$ cat src/logic/iccm_settings.svh
/*
 * ICCM geometry macros
 * Address width, bank layout and stored word widths
 */
`ifndef ICCM_SETTINGS_SVH
`define ICCM_SETTINGS_SVH

//**************************************************
// Address map
//**************************************************
`define ICCM_BITS        12   // Byte address width
`define ICCM_NUM_BANKS   4    // Word interleaved banks
`define ICCM_BANK_BITS   2    // Bank select width
`define ICCM_BANK_HI     3    // Bank select at addr[3:2]
`define ICCM_INDEX_BITS  8    // Row index at addr[11:4]

//**************************************************
// Word layout
//**************************************************
`define ICCM_WORD_BITS   39   // 32 data + 7 check bits
`define ICCM_DATA_BITS   32   // Data part only

`endif

$ cat src/logic/iccm_mem_pkg.sv
/*
 * Storage types of the ICCM
 * Addresses, bank numbers, row indices and stored words
 */
`include "iccm_settings.svh"

package iccm_mem_pkg;

   //**************************************************
   // Addresses
   //**************************************************
   typedef logic [`ICCM_BITS-1:1]            iccm_addr_t;       // Halfword address
   typedef logic [`ICCM_BITS-1:2]            iccm_word_addr_t;  // Word address
   typedef logic [`ICCM_BANK_BITS-1:0]       iccm_bank_t;       // Bank number
   typedef logic [`ICCM_INDEX_BITS-1:0]      iccm_index_t;      // Row inside one bank

   //**************************************************
   // Data
   //**************************************************
   typedef logic [`ICCM_WORD_BITS-1:0]       iccm_word_t;   // One word with check bits
   typedef logic [2*`ICCM_WORD_BITS-1:0]     iccm_dword_t;  // Two words, lane 1 on top

   // Aligned read data, check bits removed
   typedef logic [2*`ICCM_DATA_BITS-1:0]     iccm_rdata_t;

endpackage

$ cat src/logic/iccm_req_pkg.sv
/*
 * Request side types of the ICCM
 * Write size, request, correction and per-bank control
 */
package iccm_req_pkg;
   import iccm_mem_pkg::*;

   typedef enum logic [1:0] {
      size_b = 2'b00,
      size_h = 2'b01,
      size_w = 2'b10,
      size_d = 2'b11   // Double word, spans two banks
   } iccm_size_e;

   typedef struct packed {
      logic        wren;
      logic        rden;
      iccm_addr_t  addr;      // Halfword aligned
      iccm_size_e  size;
      iccm_dword_t wr_data;   // Lane 0 low, lane 1 high
   } iccm_req_t;

   typedef struct packed {
      logic correct_ecc;        // Single bit error correct cycle
      logic correction_state;   // Correction in progress
   } iccm_fix_t;

   typedef struct packed {
      logic        en;
      logic        we;
      iccm_index_t index;
      iccm_word_t  wdata;
   } iccm_bank_ctl_t;

   // Address of the second bank touched by an access
   function automatic iccm_addr_t iccm_next_addr(input iccm_addr_t addr, input iccm_size_e size);
      return addr + ((size == size_d) ? iccm_addr_t'(2) : iccm_addr_t'(1));
   endfunction

endpackage

$ cat src/logic/iccm_redundancy.sv
/*
 * ICCM redundancy for hard faults
 * Two spare rows with address match, LRU replacement and write update
 */
`timescale 1ns/1ps
`include "iccm_settings.svh"

module iccm_redundancy
   import iccm_mem_pkg::*;
   import iccm_req_pkg::*;
(
   input  logic                       clk,
   input  logic                       rst_n,
   input  iccm_req_t                  req,
   input  iccm_fix_t                  fix,
   output logic [`ICCM_NUM_BANKS-1:0] sel0_q,     // Spare row 0 replaces bank, read cycle
   output logic [`ICCM_NUM_BANKS-1:0] sel1_q,     // Spare row 1 replaces bank, read cycle
   output iccm_word_t [1:0]           row_data    // Spare data copies
);

   iccm_addr_t                       addr_hi;     // Second address of the access
   iccm_word_addr_t [1:0]            row_addr;    // Word address held by each spare row
   logic [1:0]                       row_valid;
   logic                             lru;         // Row replaced by the next correction
   logic [1:0][`ICCM_NUM_BANKS-1:0]  sel;         // Per row, per bank address match
   logic [1:0]                       load;        // Correction fills this row
   logic [1:0]                       wr_hit;      // Write touches this row's word
   logic [1:0]                       data_en;
   iccm_word_t [1:0]                 data_in;
   iccm_word_t [1:0]                 lane;
   logic                             rd_hit;      // Read hit while correcting

   assign addr_hi = iccm_next_addr(req.addr, req.size);

   assign lane[0] = req.wr_data[`ICCM_WORD_BITS-1:0];
   assign lane[1] = req.wr_data[2*`ICCM_WORD_BITS-1:`ICCM_WORD_BITS];

   //**************************************************
   // Address match per row and bank
   //**************************************************
   always_comb begin
      for (int r = 0; r < 2; r++) begin
         for (int b = 0; b < `ICCM_NUM_BANKS; b++) begin
            sel[r][b] = row_valid[r] &
                        (((req.addr[`ICCM_BITS-1:2] == row_addr[r]) &
                          (req.addr[`ICCM_BANK_HI:2] == iccm_bank_t'(b))) |
                         ((addr_hi[`ICCM_BITS-1:2] == row_addr[r]) &
                          (addr_hi[`ICCM_BANK_HI:2] == iccm_bank_t'(b))));
         end
      end
   end

   //**************************************************
   // Spare row update
   //**************************************************
   always_comb begin
      for (int r = 0; r < 2; r++) begin
         load[r] = fix.correct_ecc & (lru == r[0]);   // LRU 0 picks row 0

         // Double word also covers the word at the second address
         wr_hit[r] = req.wren & row_valid[r] &
                     ((req.addr[`ICCM_BITS-1:2] == row_addr[r]) |
                      ((req.size == size_d) & (addr_hi[`ICCM_BITS-1:2] == row_addr[r])));

         data_en[r] = load[r] | wr_hit[r];

         // Correction data is splat, take the low lane
         // A write lands on the lane of the row's bank parity
         if (load[r]) begin
            data_in[r] = lane[0];
         end
         else begin
            data_in[r] = lane[row_addr[r][2]];
         end
      end
   end

   assign rd_hit = req.rden & fix.correction_state & ((|sel[0]) | (|sel[1]));

   // Control state
   always_ff @(posedge clk) begin
      if (!rst_n) begin
         row_valid <= '0;
         lru       <= 1'b0;
         sel0_q    <= '0;
         sel1_q    <= '0;
      end
      else begin
         for (int r = 0; r < 2; r++) begin
            if (load[r]) row_valid[r] <= 1'b1;
         end
         if (fix.correct_ecc) begin
            lru <= ~lru;              // Next correction uses the other row
         end
         else if (rd_hit) begin
            lru <= |sel[0];           // Protect the row just hit
         end
         sel0_q <= sel[0];
         sel1_q <= sel[1];
      end
   end

   // Spare addresses and copies
   always_ff @(posedge clk) begin
      for (int r = 0; r < 2; r++) begin
         if (load[r]) row_addr[r] <= req.addr[`ICCM_BITS-1:2];
         if (data_en[r]) row_data[r] <= data_in[r];
      end
   end

endmodule

$ cat config.mk
export PLATFORM = sky130hd
export DESIGN_NAME = iccm_redundancy
export DESIGN_NICKNAME = d
export VERILOG_FILES = /design/src/logic/iccm_mem_pkg.sv /design/src/logic/iccm_req_pkg.sv /design/src/logic/iccm_redundancy.sv
export VERILOG_INCLUDE_DIRS = /design/src /design/src/logic
export SDC_FILE = /design/constraint.sdc
export NUM_CORES = 1
export LEC_CHECK = 0
export BUFFER_PORTS_ARGS = -buffer_cell sky130_fd_sc_hd__buf_2
export CORE_AREA = 2 2 111 113
export DETAILED_ROUTE_END_ITERATION = 6
export DIE_AREA = 0 0 113 115
export PLACE_DENSITY = 0.86
export SYNTH_ARGS = -nofsm -noshare
export SYNTH_HDL_FRONTEND = slang
export SYNTH_SLANG_ARGS = --single-unit
$ cat constraint.sdc
create_clock -name clk -period 5.1 [get_ports clk]
set_clock_uncertainty 0.1 [all_clocks]
set_input_delay 0.765 -clock clk [delete_from_list [all_inputs] [get_ports clk]]
set_output_delay 0.765 -clock clk [all_outputs]
set_load 0.1 [all_outputs]
==> impl_results.md <==
- # IOs: 183
- Critical Path Fanout Max: 39
- Total power draw: 2.28 mW
- PD cells: 348 nW/um^2
- Rows: 40
- Die Wd: 113 microns
- Routed len/inst: 18.4 microns
- Mapped cell area: 5200 sq um
- Distinct cells, synth: 48
- Max Transition Viols Final: 0
- CTS hold repair buffers: 0
- Metal3 WL: 731 microns
- Largest net degree at the start of global routing: 40
- Met2 wire length: 6440 microns
- CTS Root Cell: clkbuf_16
- Final nets: 644
- N_diodes: 0
- Vias in the first global route: 3,747
- Starting Density: 44.1%
- CP Class: in -> reg
- HP Class: reg -> reg
- Failing checks: DRC
- Die ar.: 13,000 sq um
- Ys async rst share: 0%
- Share of post-route cells with drive strength above 1: 52.3%
- Syn Nets: 466
- Type of origin of the critical path: input port
- Max-slew headroom: 29.3%
- Least-Margin Pin Slew: 1.06 ns
- Num CTS Buffers: 9
- CP required: 4.98 ns
- EDFF count, synth: 98
- Worst-case clock buffer depth: 2
- Max Cap Violations: 0
- F_max: 247 MHz
- Detail Placement HPWL: 9320 microns
- Area delta synth->final: 25.8%
- Setup TNS: 0 ns
- Via count: 3,734
- RD Place Congestion: 0.901
- Setup Fix Bufs, Post-CTS: 0
- Crit. End Element: flip-flop
- Post-layout min period: 4.05 ns
- Final period util: 79.3%
- Sequential area share after synthesis: 60.8%
- Leak: 2.59 nW
- Initial antenna violation count: 0
- Top FF cell, synth: edfxtp_1
- CTS tree: done
- Status: complete, but fails checks
- Initial drt markers: 245
- Yosys reg bits: 109
- Most numerous cell in the Yosys netlist: edfxtp_1
- Post-synth top area share: 56.6%
- Final global-route overflow total: 0
- Vias per cell: 5.36
- DRC errors left: 13
- Post-Route WL: 12,800 microns
- Final hold vios: 0
- Commonest cells post-synth: edfxtp_1, mux2_2, xor2_1, nand2_1, a21oi_1
- Top cells by area, synth: edfxtp_1, mux2_2, dfxtp_1
- GRT Total Usage: 19.1%
- Final setup violation count: 0
- Clk sinks: 109
- # port buffers: 182
- Post-Syn Instances: 367
- Worst IR Drop VDD: 0.000150 V
- Clk pin slew, worst setup/hold paths: 0.07 ns
- H-tree depth: 3
- Count of TritonRoute iterations in the first routing pass: 7
- Die Y: 115 microns
- WL met1: 5200 microns
- Top Layer Used: met4
- Core area: 11,800 sq um
- Post-cts sizing count: 0
- Worst skew pair latency: 0.34 ns
- Total number of yosys warnings: 0
- Mean area per synthesized cell: 14.2 sq um
- Area leader, netlist: edfxtp_1
- First-pass GRT wire length: 19,000 microns
- RSZ-0062 raised after global routing: no
- Worst endpoint data arrival time: 3.93 ns
- ANT nets after route: 0
==> flip-flops by register name, summed over array words and instances, names as in the netlist <==
signal     count
sel1_q         4
lru            1
row_data      78
row_valid      2
row_addr      20
sel0_q         4
==> critical path, cell delays in order <==
cell       delay, ns
buf_2           0.19
inv_1           0.12
fa_1            0.63
nand3b_1        0.32
nor3_1          0.35
xnor2_1         0.16
nand3_1         0.14
a2111oi_4       0.43
a21oi_1         0.18
o21ai_4         0.13
buf_4           0.47
==> kinds of logic after synthesis <==
logic type                 Yosys count  share of synthesized area [%]
AOI/OAI and AO/OA                   43                           5.53
buffers and inverters               22                           1.97
adders and majority gates            2                          0.625
muxes                               78                           16.9
DFF                                109                           60.8
and+or+nand+nor                     81                           8.82
xor gates and xnor gates            32                           5.39
==> cells in the final DEF, fill, tap and decap left out, drive strengths merged, types with 3 or more instances in the layout <==
cell | Yosys | routed
buf | 9 | 185
edfxtp | 98 | 98
mux2 | 78 | 78
xor2 | 21 | 21
nand2 | 15 | 15
a21oi | 14 | 14
nor3 | 12 | 12
o21ai | 12 | 12
xnor2 | 11 | 11
dfxtp | 11 | 11
clkbuf | 9 | 10
and3 | 9 | 9
nand3 | 8 | 8
nor2 | 7 | 7
inv | 4 | 7
nor4 | 5 | 5
o21a | 4 | 4
and2 | 4 | 4
nor3b | 3 | 3
nand3b | 3 | 3
nand4 | 3 | 3
==> layer usage <==
metal | up-vias | track usage, %
met5 | - | 0
met4 | 0 | 10.4
met3 | 30 | 3.32
met2 | 156 | 33.0
met1 | 1804 | 23.0
li1 | 1744 | -
==> where the power goes <==
group	internal (mW)	switching [mW]	leakage (nW)
combinational	0.134	0.392	1.43
clock	0.387	0.318	0.145
sequential	1.03	0.0161	1.01
==> per-stage QoR <==
step	utilization, %	hold slack, ns	cell area, sq um	std cells	setup WS (ns)
after global routing	55.4	0.466	6550	696	0.870
after floorplan	-	0.385	5210	367	0.600
final	55.4	0.474	6550	696	1.05
after detailed placement	52.9	0.434	6250	681	0.746
after CTS	55.4	0.456	6550	696	1.13
after global placement	52.9	0.435	6250	681	0.898
==> final timing paths <==
path | start | endpoint | cells past startpoint | slack, ns
hold / removal | row_valid[1] | row_valid[1] | 1 | 0.47
setup / recovery | req[81] | row_data[40] | 11 | 1.05
setup reg to reg | row_addr[16] | row_data[40] | 8 | 2.13
hold reg to reg | row_valid[1] | row_valid[1] | 1 | 0.47
==> final cells by class <==
cell class | instances | area (sq um)
Clock buffer | 10 | 229
Timing Repair Buffer | 185 | 933
Sequential cell | 109 | 3160
Inverter | 4 | 15.0
Multi-Input combinational cell | 236 | 1960
Tap cell | 147 | 184
Fill cell | 960 | 5260
Clock inverter | 5 | 67.6
No activity file was read; power rests on OpenSTA's default activity.
