**src/logic/iccm_settings.svh**
```systemverilog
/*
 * ICCM geometry macros
 * Address width, bank layout and stored word widths
 */
`ifndef ICCM_SETTINGS_SVH
`define ICCM_SETTINGS_SVH

//**************************************************
// Address map
//**************************************************
`define ICCM_BITS        12   // Byte address width
`define ICCM_NUM_BANKS   4    // Word interleaved banks
`define ICCM_BANK_BITS   2    // Bank select width
`define ICCM_BANK_HI     3    // Bank select at addr[3:2]
`define ICCM_INDEX_BITS  8    // Row index at addr[11:4]

//**************************************************
// Word layout
//**************************************************
`define ICCM_WORD_BITS   39   // 32 data + 7 check bits
`define ICCM_DATA_BITS   32   // Data part only

`endif

```
**src/logic/iccm_mem_pkg.sv**
```systemverilog
/*
 * Storage types of the ICCM
 * Addresses, bank numbers, row indices and stored words
 */
`include "iccm_settings.svh"

package iccm_mem_pkg;

   //**************************************************
   // Addresses
   //**************************************************
   typedef logic [`ICCM_BITS-1:1]            iccm_addr_t;       // Halfword address
   typedef logic [`ICCM_BITS-1:2]            iccm_word_addr_t;  // Word address
   typedef logic [`ICCM_BANK_BITS-1:0]       iccm_bank_t;       // Bank number
   typedef logic [`ICCM_INDEX_BITS-1:0]      iccm_index_t;      // Row inside one bank

   //**************************************************
   // Data
   //**************************************************
   typedef logic [`ICCM_WORD_BITS-1:0]       iccm_word_t;   // One word with check bits
   typedef logic [2*`ICCM_WORD_BITS-1:0]     iccm_dword_t;  // Two words, lane 1 on top

   // Aligned read data, check bits removed
   typedef logic [2*`ICCM_DATA_BITS-1:0]     iccm_rdata_t;

endpackage

```
**src/logic/iccm_req_pkg.sv**
```systemverilog
/*
 * Request side types of the ICCM
 * Write size, request, correction and per-bank control
 */
package iccm_req_pkg;
   import iccm_mem_pkg::*;

   typedef enum logic [1:0] {
      size_b = 2'b00,
      size_h = 2'b01,
      size_w = 2'b10,
      size_d = 2'b11   // Double word, spans two banks
   } iccm_size_e;

   typedef struct packed {
      logic        wren;
      logic        rden;
      iccm_addr_t  addr;      // Halfword aligned
      iccm_size_e  size;
      iccm_dword_t wr_data;   // Lane 0 low, lane 1 high
   } iccm_req_t;

   typedef struct packed {
      logic correct_ecc;        // Single bit error correct cycle
      logic correction_state;   // Correction in progress
   } iccm_fix_t;

   typedef struct packed {
      logic        en;
      logic        we;
      iccm_index_t index;
      iccm_word_t  wdata;
   } iccm_bank_ctl_t;

   // Address of the second bank touched by an access
   function automatic iccm_addr_t iccm_next_addr(input iccm_addr_t addr, input iccm_size_e size);
      return addr + ((size == size_d) ? iccm_addr_t'(2) : iccm_addr_t'(1));
   endfunction

endpackage

```
**src/logic/iccm_bank_decode.sv**
```systemverilog
/*
 * ICCM bank decode
 * Per-bank enables, row indices and write lane steering
 */
`timescale 1ns/1ps
`include "iccm_settings.svh"

module iccm_bank_decode
   import iccm_mem_pkg::*;
   import iccm_req_pkg::*;
(
   input  iccm_req_t                            req,
   output iccm_bank_ctl_t [`ICCM_NUM_BANKS-1:0] bank_ctl
);

   iccm_addr_t                  addr_hi;   // Second halfword or word of the access
   logic [`ICCM_NUM_BANKS-1:0]  hit_lo;    // Bank matches the request address
   logic [`ICCM_NUM_BANKS-1:0]  hit_hi;    // Bank matches the second address
   iccm_word_t [1:0]            lane;      // Write lanes split from the double word

   // Plus 2 halfwords for a double word, plus 1 otherwise
   assign addr_hi = iccm_next_addr(req.addr, req.size);

   assign lane[0] = req.wr_data[`ICCM_WORD_BITS-1:0];
   assign lane[1] = req.wr_data[2*`ICCM_WORD_BITS-1:`ICCM_WORD_BITS];

   //**************************************************
   // Per-bank control
   //**************************************************
   always_comb begin
      for (int b = 0; b < `ICCM_NUM_BANKS; b++) begin
         hit_lo[b] = (req.addr[`ICCM_BANK_HI:2] == iccm_bank_t'(b));
         hit_hi[b] = (addr_hi[`ICCM_BANK_HI:2] == iccm_bank_t'(b));

         bank_ctl[b].en = (req.wren | req.rden) & (hit_lo[b] | hit_hi[b]);
         bank_ctl[b].we = req.wren & (hit_lo[b] | hit_hi[b]);

         // Row from whichever address hits this bank
         // Bank 0 reached through the second address lands in the next row
         if (hit_lo[b]) begin
            bank_ctl[b].index = req.addr[`ICCM_BITS-1:`ICCM_BANK_HI+1];
         end
         else begin
            bank_ctl[b].index = addr_hi[`ICCM_BITS-1:`ICCM_BANK_HI+1];
         end

         // Even banks take lane 0, odd banks lane 1
         bank_ctl[b].wdata = lane[b % 2];
      end
   end

endmodule

```
**config.mk**
```make
export PLATFORM = sky130hd
export DESIGN_NAME = iccm_bank_decode
export DESIGN_NICKNAME = d
export VERILOG_FILES = /design/src/logic/iccm_mem_pkg.sv /design/src/logic/iccm_req_pkg.sv /design/src/logic/iccm_bank_decode.sv
export VERILOG_INCLUDE_DIRS = /design/src /design/src/logic
export SDC_FILE = /design/constraint.sdc
export NUM_CORES = 1
export LEC_CHECK = 0
export BUFFER_PORTS_ARGS = -buffer_cell sky130_fd_sc_hd__buf_4
export CAP_MARGIN = 10
export CORE_AREA = 2 2 113 115
export DETAILED_ROUTE_END_ITERATION = 10
export DIE_AREA = 0 0 115 117
export PLACE_DENSITY = 0.54
export SLEW_MARGIN = 10
export SYNTH_ARGS = -nofsm -noshare
export SYNTH_HDL_FRONTEND = slang
export SYNTH_SLANG_ARGS = --single-unit
```
**constraint.sdc**
```tcl
create_clock -name vclk -period 3.91
set_clock_uncertainty 0.05 [all_clocks]
set_input_delay 0 -clock vclk [all_inputs]
set_output_delay 0 -clock vclk [all_outputs]
set_load 0.02 [all_outputs]
```
==> impl_metrics.ini, run 1 <==
[run]
drv_cap = 0

[synth]
synth.area.mux_share_pct = 0
netlist_instances = 260
synth_common_cells = buf_4 (158), xor2_1 (23), nor2_1 (16)
yosys.area_share.xor_xnor_pct = 15.0
syn-cell-area_sq_mm = 0.00186
synth_area_leader_cell = buf_4
yosys.area_share.simple_pct = 14.5
synth_compound_area_share_pct = 2.48
synthTopCellsByArea = buf_4 (64%), xor2_1 (11%), xnor2_1 (4.2%)
yosys_warnings = 0
postSynthAreaPerCell_sq_um = 7.17
ys_types = 29
syn_nets = 355
synth_top_area_share_pct = 63.7
synth_fa_ha_area_share_pct = 1.75
synthMostInstantiatedCell = buf_4
synth_top_family_by_area = buffers and inverters
seq_area_frac_synth_pct = 0

[die]
start_util_pct = 15.1
ios = 289
dieWidth_um = 115
die_height_um = 117
num_rows = 41
core_sq_mm = 0.0123
die-area_sq_mm = 0.0135

[final_layout]
final_util_pct = 16.5
synthToLayoutAreaGrowth_pct = 8.73
diodes = 0
drive_gt1_share_pct = 28.2
multi_input_area_sq_um = 629
nFlopsAndLatches = 0
ff_latch_area_sq_um = 0
fin_cells = 377
fill_cells = 1367
nets = 324
nClkBuffers = 0

[critical_path]
critPathRequiredTime_ns = 3.86
arrival_ns = 2.10
startpoint = req[78]
cp-end-kind = output pin
critical_path.endpoint = bank_ctl[43]
crit_type = input pin to output pin
cp-start-kind = input pin
crit_path_max_fanout = 12

[grt]
grt_usage_pct = 4.51
antenna_found_initial = 0
grt_pass1_vias = 996
gr-total-overflow = 0
grt_pass1_wl_um = 4910
grt_max_degree = 17

[drt]
dr.pass1.iters = 3
ant_nets = 0
wire_per_inst_um = 11.1
wl_um = 4180
drc = 0
via_count = 1313
vias_per_cell = 3.48
drtIter0Drc = 12

[worst_hold_path]
hold_class = input pin to output pin
min_from = req[90]
holdPathStages = 3

[place]
io_buffers = 55
dp_hpwl_um = 2940
gp_congestion = 0.673
dp_cells = 299

[sta]
timing.final.crit_share_pct = 54.9
setup-violations-final = 0
fin_setup_tns_ns = 0
fmax_mhz = 466
tightest_slew_ns = 1.09
rsz0062_at_grt = false
finalHoldViolCount = 0
drv_slew = 0
max_slew_margin_pct = 27.1
period_minus_slack_ns = 2.15

[power]
leakage_nw = 0.874
power_density_mw_per_mm2 = 176
p_total_uw = 356
ir_worst_vdd_uv = 43.9

[status]
status = complete, no violations

[clocking]
postCtsSetupBuffers = 0
worst max-delay path, stage by stage:
cell and delay (ns):
buf_4 0.10, nand2_1 0.13, inv_1 0.06, ha_1 0.27, a31oi_1 0.87, nor3_1 0.27
xor2_1 0.21, buf_4 0.18
final cells by class:
class	count	share of cell area, %
Inverter	4	0.741
Multi-Input combinational cell	90	31.1
Tap cell	150	9.26
Timing Repair Buffer	133	58.9
power breakdown:
part	leakage [nW]	switching [mW]	internal (mW)
logic	0.874	0.234	0.122
registers	0	0	0
clock network	0	0	0
stage by stage:
| stage | hold slack, ns | area [sq um] | setup WS [ns] |
|---|---|---|---|
| floorplan | 0.0626 | 1860 | 2.05 |
| global placement | -0.0498 | 1240 | 1.80 |
| detailed placement | -0.0498 | 1240 | 1.73 |
| CTS | 0.277 | 2030 | 1.72 |
| global route | 0.295 | 2030 | 1.55 |
| finish | 0.277 | 2030 | 1.76 |
repair_timing:
item / in CTS / in global routing
hold buffers: 78 / 0
hold endpoints to repair: 156 / 0
resized for setup: 0 / 0
worst min path at each step:
| stage | to | slack [ns] |
|---|---|---|
| after detailed placement | bank_ctl[0] | -0.05 |
| after global routing | bank_ctl[46] | 0.29 |
| after CTS | bank_ctl[95] | 0.28 |
| final | bank_ctl[95] | 0.28 |
| after global placement | bank_ctl[0] | -0.05 |
| after floorplan | bank_ctl[0] | 0.06 |
metal layers:
layer	part of all wire, %	wire length, um	global-route usage, %	vias up
met4	1.4	58	0.723	0
met5	0	0	0	-
met1	31	1310	4.75	594
met3	8.4	350	0.463	10
met2	59	2460	9.61	119
li1	-	-	-	590
cell families (layout without fill, tap and decap cells):
logic type,count (synthesis),count (layout)
AO/OA/AOI/OAI,8,8
buffers and inverters,170,137
AND/OR/NAND/NOR,48,48
adder cells (fa/ha/maj),2,2
XOR/XNOR,32,32
cells in the final DEF (no fill, tap or decap), types with 3 or more instances in the layout:
master         instances
buf_4                 55
dlygate4sd3_1         78
inv_1                  4
nand2_1                7
nor2_1                16
nor3_1                 5
nor4_1                 4
o21ai_0                3
xnor2_1                9
xor2_1                23
Power figures use the tool's default switching activity.
==> run 2, diff against run 1 <==
ABC_AREA = 1   (was unset)
CORE_AREA = 2 2 112 114   (was 2 2 113 115)
DIE_AREA = 0 0 114 116   (was 0 0 115 117)
PLACE_DENSITY = 0.56   (was 0.54)
clock period = 1.72 ns   (was 3.91 ns; I/O delays follow)
==> run 2 against run 1 <==
Compared with the run above: routed wire length is 23% higher; hold slack better by 0.0085 ns; setup slack worse by 1.7 ns; utilization is 2.5 points higher; power grew to 2.6 times the previous value; critical path depth is 4 higher; die area is 1.7% lower; first-iteration DRC count grew to 4.1 times the previous value; synthesized cell count is 15% higher; clock-buffer cell count stayed put; critical path type unchanged; highest routed layer unchanged.
==> impl_metrics.ini, run 2 <==
[status]
status = complete, no violations

[final_layout]
synthToLayoutAreaGrowth_pct = 22.2
final_common_cell = dlygate4sd3_1
diodes = 0
fin_cells = 431
final_util_pct = 19.0
nets = 381
ff_latch_area_sq_um = 0
multi_input_area_sq_um = 664
final_cell_mix = dlygate4sd3_1 (78), buf_4 (61), nand2_1 (39), inv_1 (22), nand3_1 (17)
final_cell_area_sq_mm = 0.00226
drive_gt1_share_pct = 33.1
fill_cells = 1327
nFlopsAndLatches = 0
nClkBuffers = 0

[power]
p_seq_share_pct = 0
p_total_uw = 915
switching_power_uw = 587
internal_power_uw = 328
leakage_nw = 1.10
power_density_mw_per_mm2 = 404
ir_worst_vdd_uv = 104
sw_frac_of_total_pct = 64.1
power.share.clock_pct = 0
pwr-share-comb_pct = 100.0

[die]
core_sq_mm = 0.0119
ios = 289
num_rows = 40
die-area_sq_mm = 0.0132
start_util_pct = 15.5
dieWidth_um = 114
die_height_um = 116

[drt]
vias_per_cell = 3.60
via_count = 1552
ant_nets = 0
wl_um = 5130
wire_per_inst_um = 11.9
dr.pass1.iters = 4
drtIter0Drc = 49
drc = 0

[grt]
antenna_found_initial = 0
gr-total-overflow = 0
grt_pass1_wl_um = 6400
gr-usage-met1_pct = 6.99
grt_usage_pct = 5.94
grt_pass1_vias = 1279
met2_usage_pct = 11.2
grt_most_used_layer = met2
grt_max_degree = 13
use_met3_pct = 1.62

[sta]
hold_ws_ns = 0.286
rsz0062_at_grt = true
fin_ws_ns = 0.0871
max_slew_margin_pct = 68.7
period_minus_slack_ns = 1.63
drv_slew = 0
timing.final.crit_share_pct = 94.9
finalHoldViolCount = 0
fin_setup_tns_ns = 0
setup-violations-final = 0
fmax_mhz = 612
tightest_slew_ns = 0.469

[critical_path]
cp-end-kind = output pin
critical_path.endpoint = bank_ctl[140]
cpMaxStageDelayCell = fa_2
arrival_ns = 1.58
crit_top_cell = inv_2
crit_buf_inv = 5
crit_path_max_fanout = 6
crit_type = input pin to output pin
critPathRequiredTime_ns = 1.67
path_cells = buf_8 -> a21oi_4 -> inv_2 -> fa_2 -> inv_2 -> nand2_4 -> nor3_4 -> buf_12 -> xor2_4 -> nand2_1 -> nand2_2 -> buf_6
cp-start-kind = input pin
cp_slowest_stage_delay_ns = 0.39
startpoint = req[79]
critical_path_depth = 12
path_delay_family = buffers and inverters

[synth]
netlist_instances = 298
synth_area_leader_cell = buf_4
syn-cell-area_sq_mm = 0.00185
synthTopCellsByArea = buf_4 (63%), nand2_1 (9.3%), nand3_1 (5.7%)
seq_area_frac_synth_pct = 0
synth_top_area_share_pct = 63.2
ys_types = 19
postSynthAreaPerCell_sq_um = 6.21
yosys_warnings = 0
synth_common_cells = buf_4 (156), nand2_1 (46), inv_1 (25)
syn_nets = 393
synthMostInstantiatedCell = buf_4

[place]
dp_cells = 351
dp_slack_ns = -0.0698
io_buffers = 55
place_area_sq_mm = 0.00136
dp_hpwl_um = 3540
gp_congestion = 0.745

[worst_hold_path]
holdPathStages = 4
hold_class = input pin to output pin

[run]
drv_cap = 0
[run 2: tightest hold or removal path, stage by stage]
cell and delay [ns]:
buf_4 0.10, nand2_1 0.05, nand2_1 0.06, buf_4 0.13
[run 2: how the worst min path moves through the flow]
stage                        from             to
after floorplan           req[84]   bank_ctl[40]
after global placement    req[42]  bank_ctl[150]
after detailed placement  req[42]  bank_ctl[150]
after CTS                 req[89]  bank_ctl[143]
after global routing      req[89]  bank_ctl[143]
final                     req[89]  bank_ctl[192]
[run 2: cells by family after synthesis]
logic type	count (synthesis)	synth area share, %
and+or+nand+nor	97	23.7
buffers and inverters	184	69.1
AOI/OAI and AO/OA	11	3.11
xor gates and xnor gates	4	2.30
adders and majority gates	2	1.76
[run 2: area by class of cell]
cell class                      count  area share (%)
Inverter                           25            4.26
Multi-Input combinational cell    114            29.4
Tap cell                          147            8.13
Timing Repair Buffer              145            58.3
[run 2: metal layers]
metal	up-vias	part of all wire [%]
met5	-	0
met4	0	0.41
met3	4	11
met2	130	54
met1	695	35
li1	723	-
[run 2: timing repair]
action	4_1_cts	5_1_grt
pin swaps	1	7
setup endpoints to repair	13	18
hold buffers	78	0
hold endpoints to repair	156	0
setup buffers	0	2
gates resized for setup	7	25
[run 2: power groups by stage]
| stage | registers [mW] | logic (mW) | clock network, mW |
|---|---|---|---|
| 5_1_grt | 0 | 0.973 | 0 |
| 3_3_place_gp | 0 | 0.459 | 0 |
| 4_1_cts | 0 | 0.896 | 0 |
| 2_1_floorplan | 0 | 0.772 | 0 |
| 3_5_place_dp | 0 | 0.459 | 0 |
| 6_report | 0 | 0.915 | 0 |
==> run 3, diff against run 2 <==
REMOVE_ABC_BUFFERS = 1   (was unset)
==> run 3 against run 2 <==
Compared with the run above: the flow now finishes with violations (negative setup slack); non-clock buffer count decreased by 1; power increased by 21%; first-iteration DRC count increased to 3.4 times the previous value; global-route usage increased by 22 points; combinational power increased by 20%; sequential cell count unchanged; cell count increased by 2.8%; die area unchanged; largest cell class unchanged; highest routed layer is now met5.
==> impl_metrics.ini, run 3 (synthesis gave the netlist of run 2 again) <==
[final_layout]
drive_gt1_share_pct = 30.4
ff_latch_area_sq_um = 0
final_common_cell = dlygate4sd3_1
fill_cells = 1369
final_cell_mix = dlygate4sd3_1 (78), buf_4 (59), nand2_1 (42), inv_1 (22), nand3_1 (18)
synthToLayoutAreaGrowth_pct = 22.9
nClkBuffers = 0
nets = 380
nFlopsAndLatches = 0

[die]
die-area_sq_mm = 0.0132
die_height_um = 116
start_util_pct = 15.5
num_rows = 40
ios = 289
dieWidth_um = 114
core_sq_mm = 0.0119

[power]
ir_worst_vdd_uv = 81.0
leakage_nw = 1.09
p_total_mw = 1.10
power_density_mw_per_mm2 = 485

[worst_hold_path]
min_from = req[89]
hold_class = input pin to output pin

[status]
status = finished, violations left
violations = negative setup slack

[sta]
fin_setup_tns_ns = -0.0825
hold_ws_ns = 0.289
fin_ws_ns = -0.0715
tightest_slew_ns = 0.782
drv_slew = 0
max_slew_margin_pct = 47.7
period_minus_slack_ns = 1.79
setup-violations-final = 2
rsz0062_at_grt = true
finalHoldViolCount = 0
fmax_mhz = 558
timing.final.crit_share_pct = 104

[grt]
antenna_found_initial = 14
gr-total-overflow = 0
grt_usage_pct = 28.4
grt_pass1_vias = 1798
grt_max_degree = 14
grt_pass1_wl_um = 23300

[drt]
ant_nets = 0
via_count = 1937
drtIter0Drc = 169
drc = 0
vias_per_cell = 4.37
wire_per_inst_um = 45.0
dr.pass1.iters = 4
wl_um = 20000

[critical_path]
critPathRequiredTime_ns = 1.67
cp-end-kind = output pin
cpMaxStageDelayCell = fa_2
crit_type = input pin to output pin
cp_slowest_stage_delay_ns = 0.35
arrival_ns = 1.74
crit_path_max_fanout = 5
crit_top_cell = buf_6
startpoint = req[79]
cp-start-kind = input pin
crit_buf_inv = 5
path_cells = buf_6 -> a21oi_4 -> inv_2 -> fa_2 -> inv_2 -> nand2_4 -> nor3_4 -> buf_6 -> xor2_4 -> nand2_1 -> nand2_2 -> buf_6
path_delay_family = simple AND/OR/NAND/NOR gates

[place]
dp_hpwl_um = 17400
io_buffers = 55
gp_congestion = 0.936

[run]
drv_cap = 0
run 3: cell count changes in the layout (fill, tap and decap cells not counted), moves of 2 or more:
cell | before | now
buf_4 | 61 | 59
buf_6 | 4 | 7
nor2_1 | 12 | 14
nand2_1 | 39 | 42
nand2_2 | 6 | 4
and2_4 | 2 | 0
diode_2 | 0 | 13
nand3_2 | 4 | 2
and2_1 | 8 | 10
nor2_2 | 3 | 1
run 3: worst paths after layout:
| kind | to | slack [ns] | cells past startpoint |
|---|---|---|---|
| worst max-delay path | bank_ctl[140] | -0.07 | 12 |
| worst min-delay path | bank_ctl[192] | 0.29 | 4 |
run 3: cell type report:
class	instances	area, sq um	area share, %
multi-input combinational	114	663	29.1
timing repair buffer	144	1300	57.2
antenna	13	32.5	1.43
tap	147	184	8.08
inverter	25	93.8	4.12
run 3: power by group:
group / switching [mW] / internal [mW] / leakage, nW / total (mW)
Combinational: 0.782 / 0.321 / 1.09 / 1.10
Sequential: 0 / 0 / 0 / 0
Clock: 0 / 0.00000102 / 0.0000824 / 0.00000102
run 3: routing by layer:
layer | routed length [um] | track usage (%)
met2 | 9310 | 46.6
met1 | 5150 | 21.6
met5 | 84 | 2.96
met4 | 1510 | 16.9
met3 | 3890 | 26.8
run 3: repair_timing:
action,CTS,global route
endpoints found under the hold margin,156,0
setup buffers,1,2
resized for setup,12,15
pin swaps,2,2
hold buffers,78,0
endpoints found under the setup margin,17,23
run 3: through the flow:
stage | util [%] | instance area, sq um | std cells | setup slack [ns]
3_5_place_dp | 11.1 | 1320 | 349 | -0.187
4_1_cts | 18.1 | 2150 | 428 | -0.00308
2_1_floorplan | - | 666 | 139 | -0.0686
6_report | 19.1 | 2280 | 443 | -0.0715
5_1_grt | 19.1 | 2280 | 443 | -0.181
3_3_place_gp | 11.1 | 1320 | 349 | -0.157
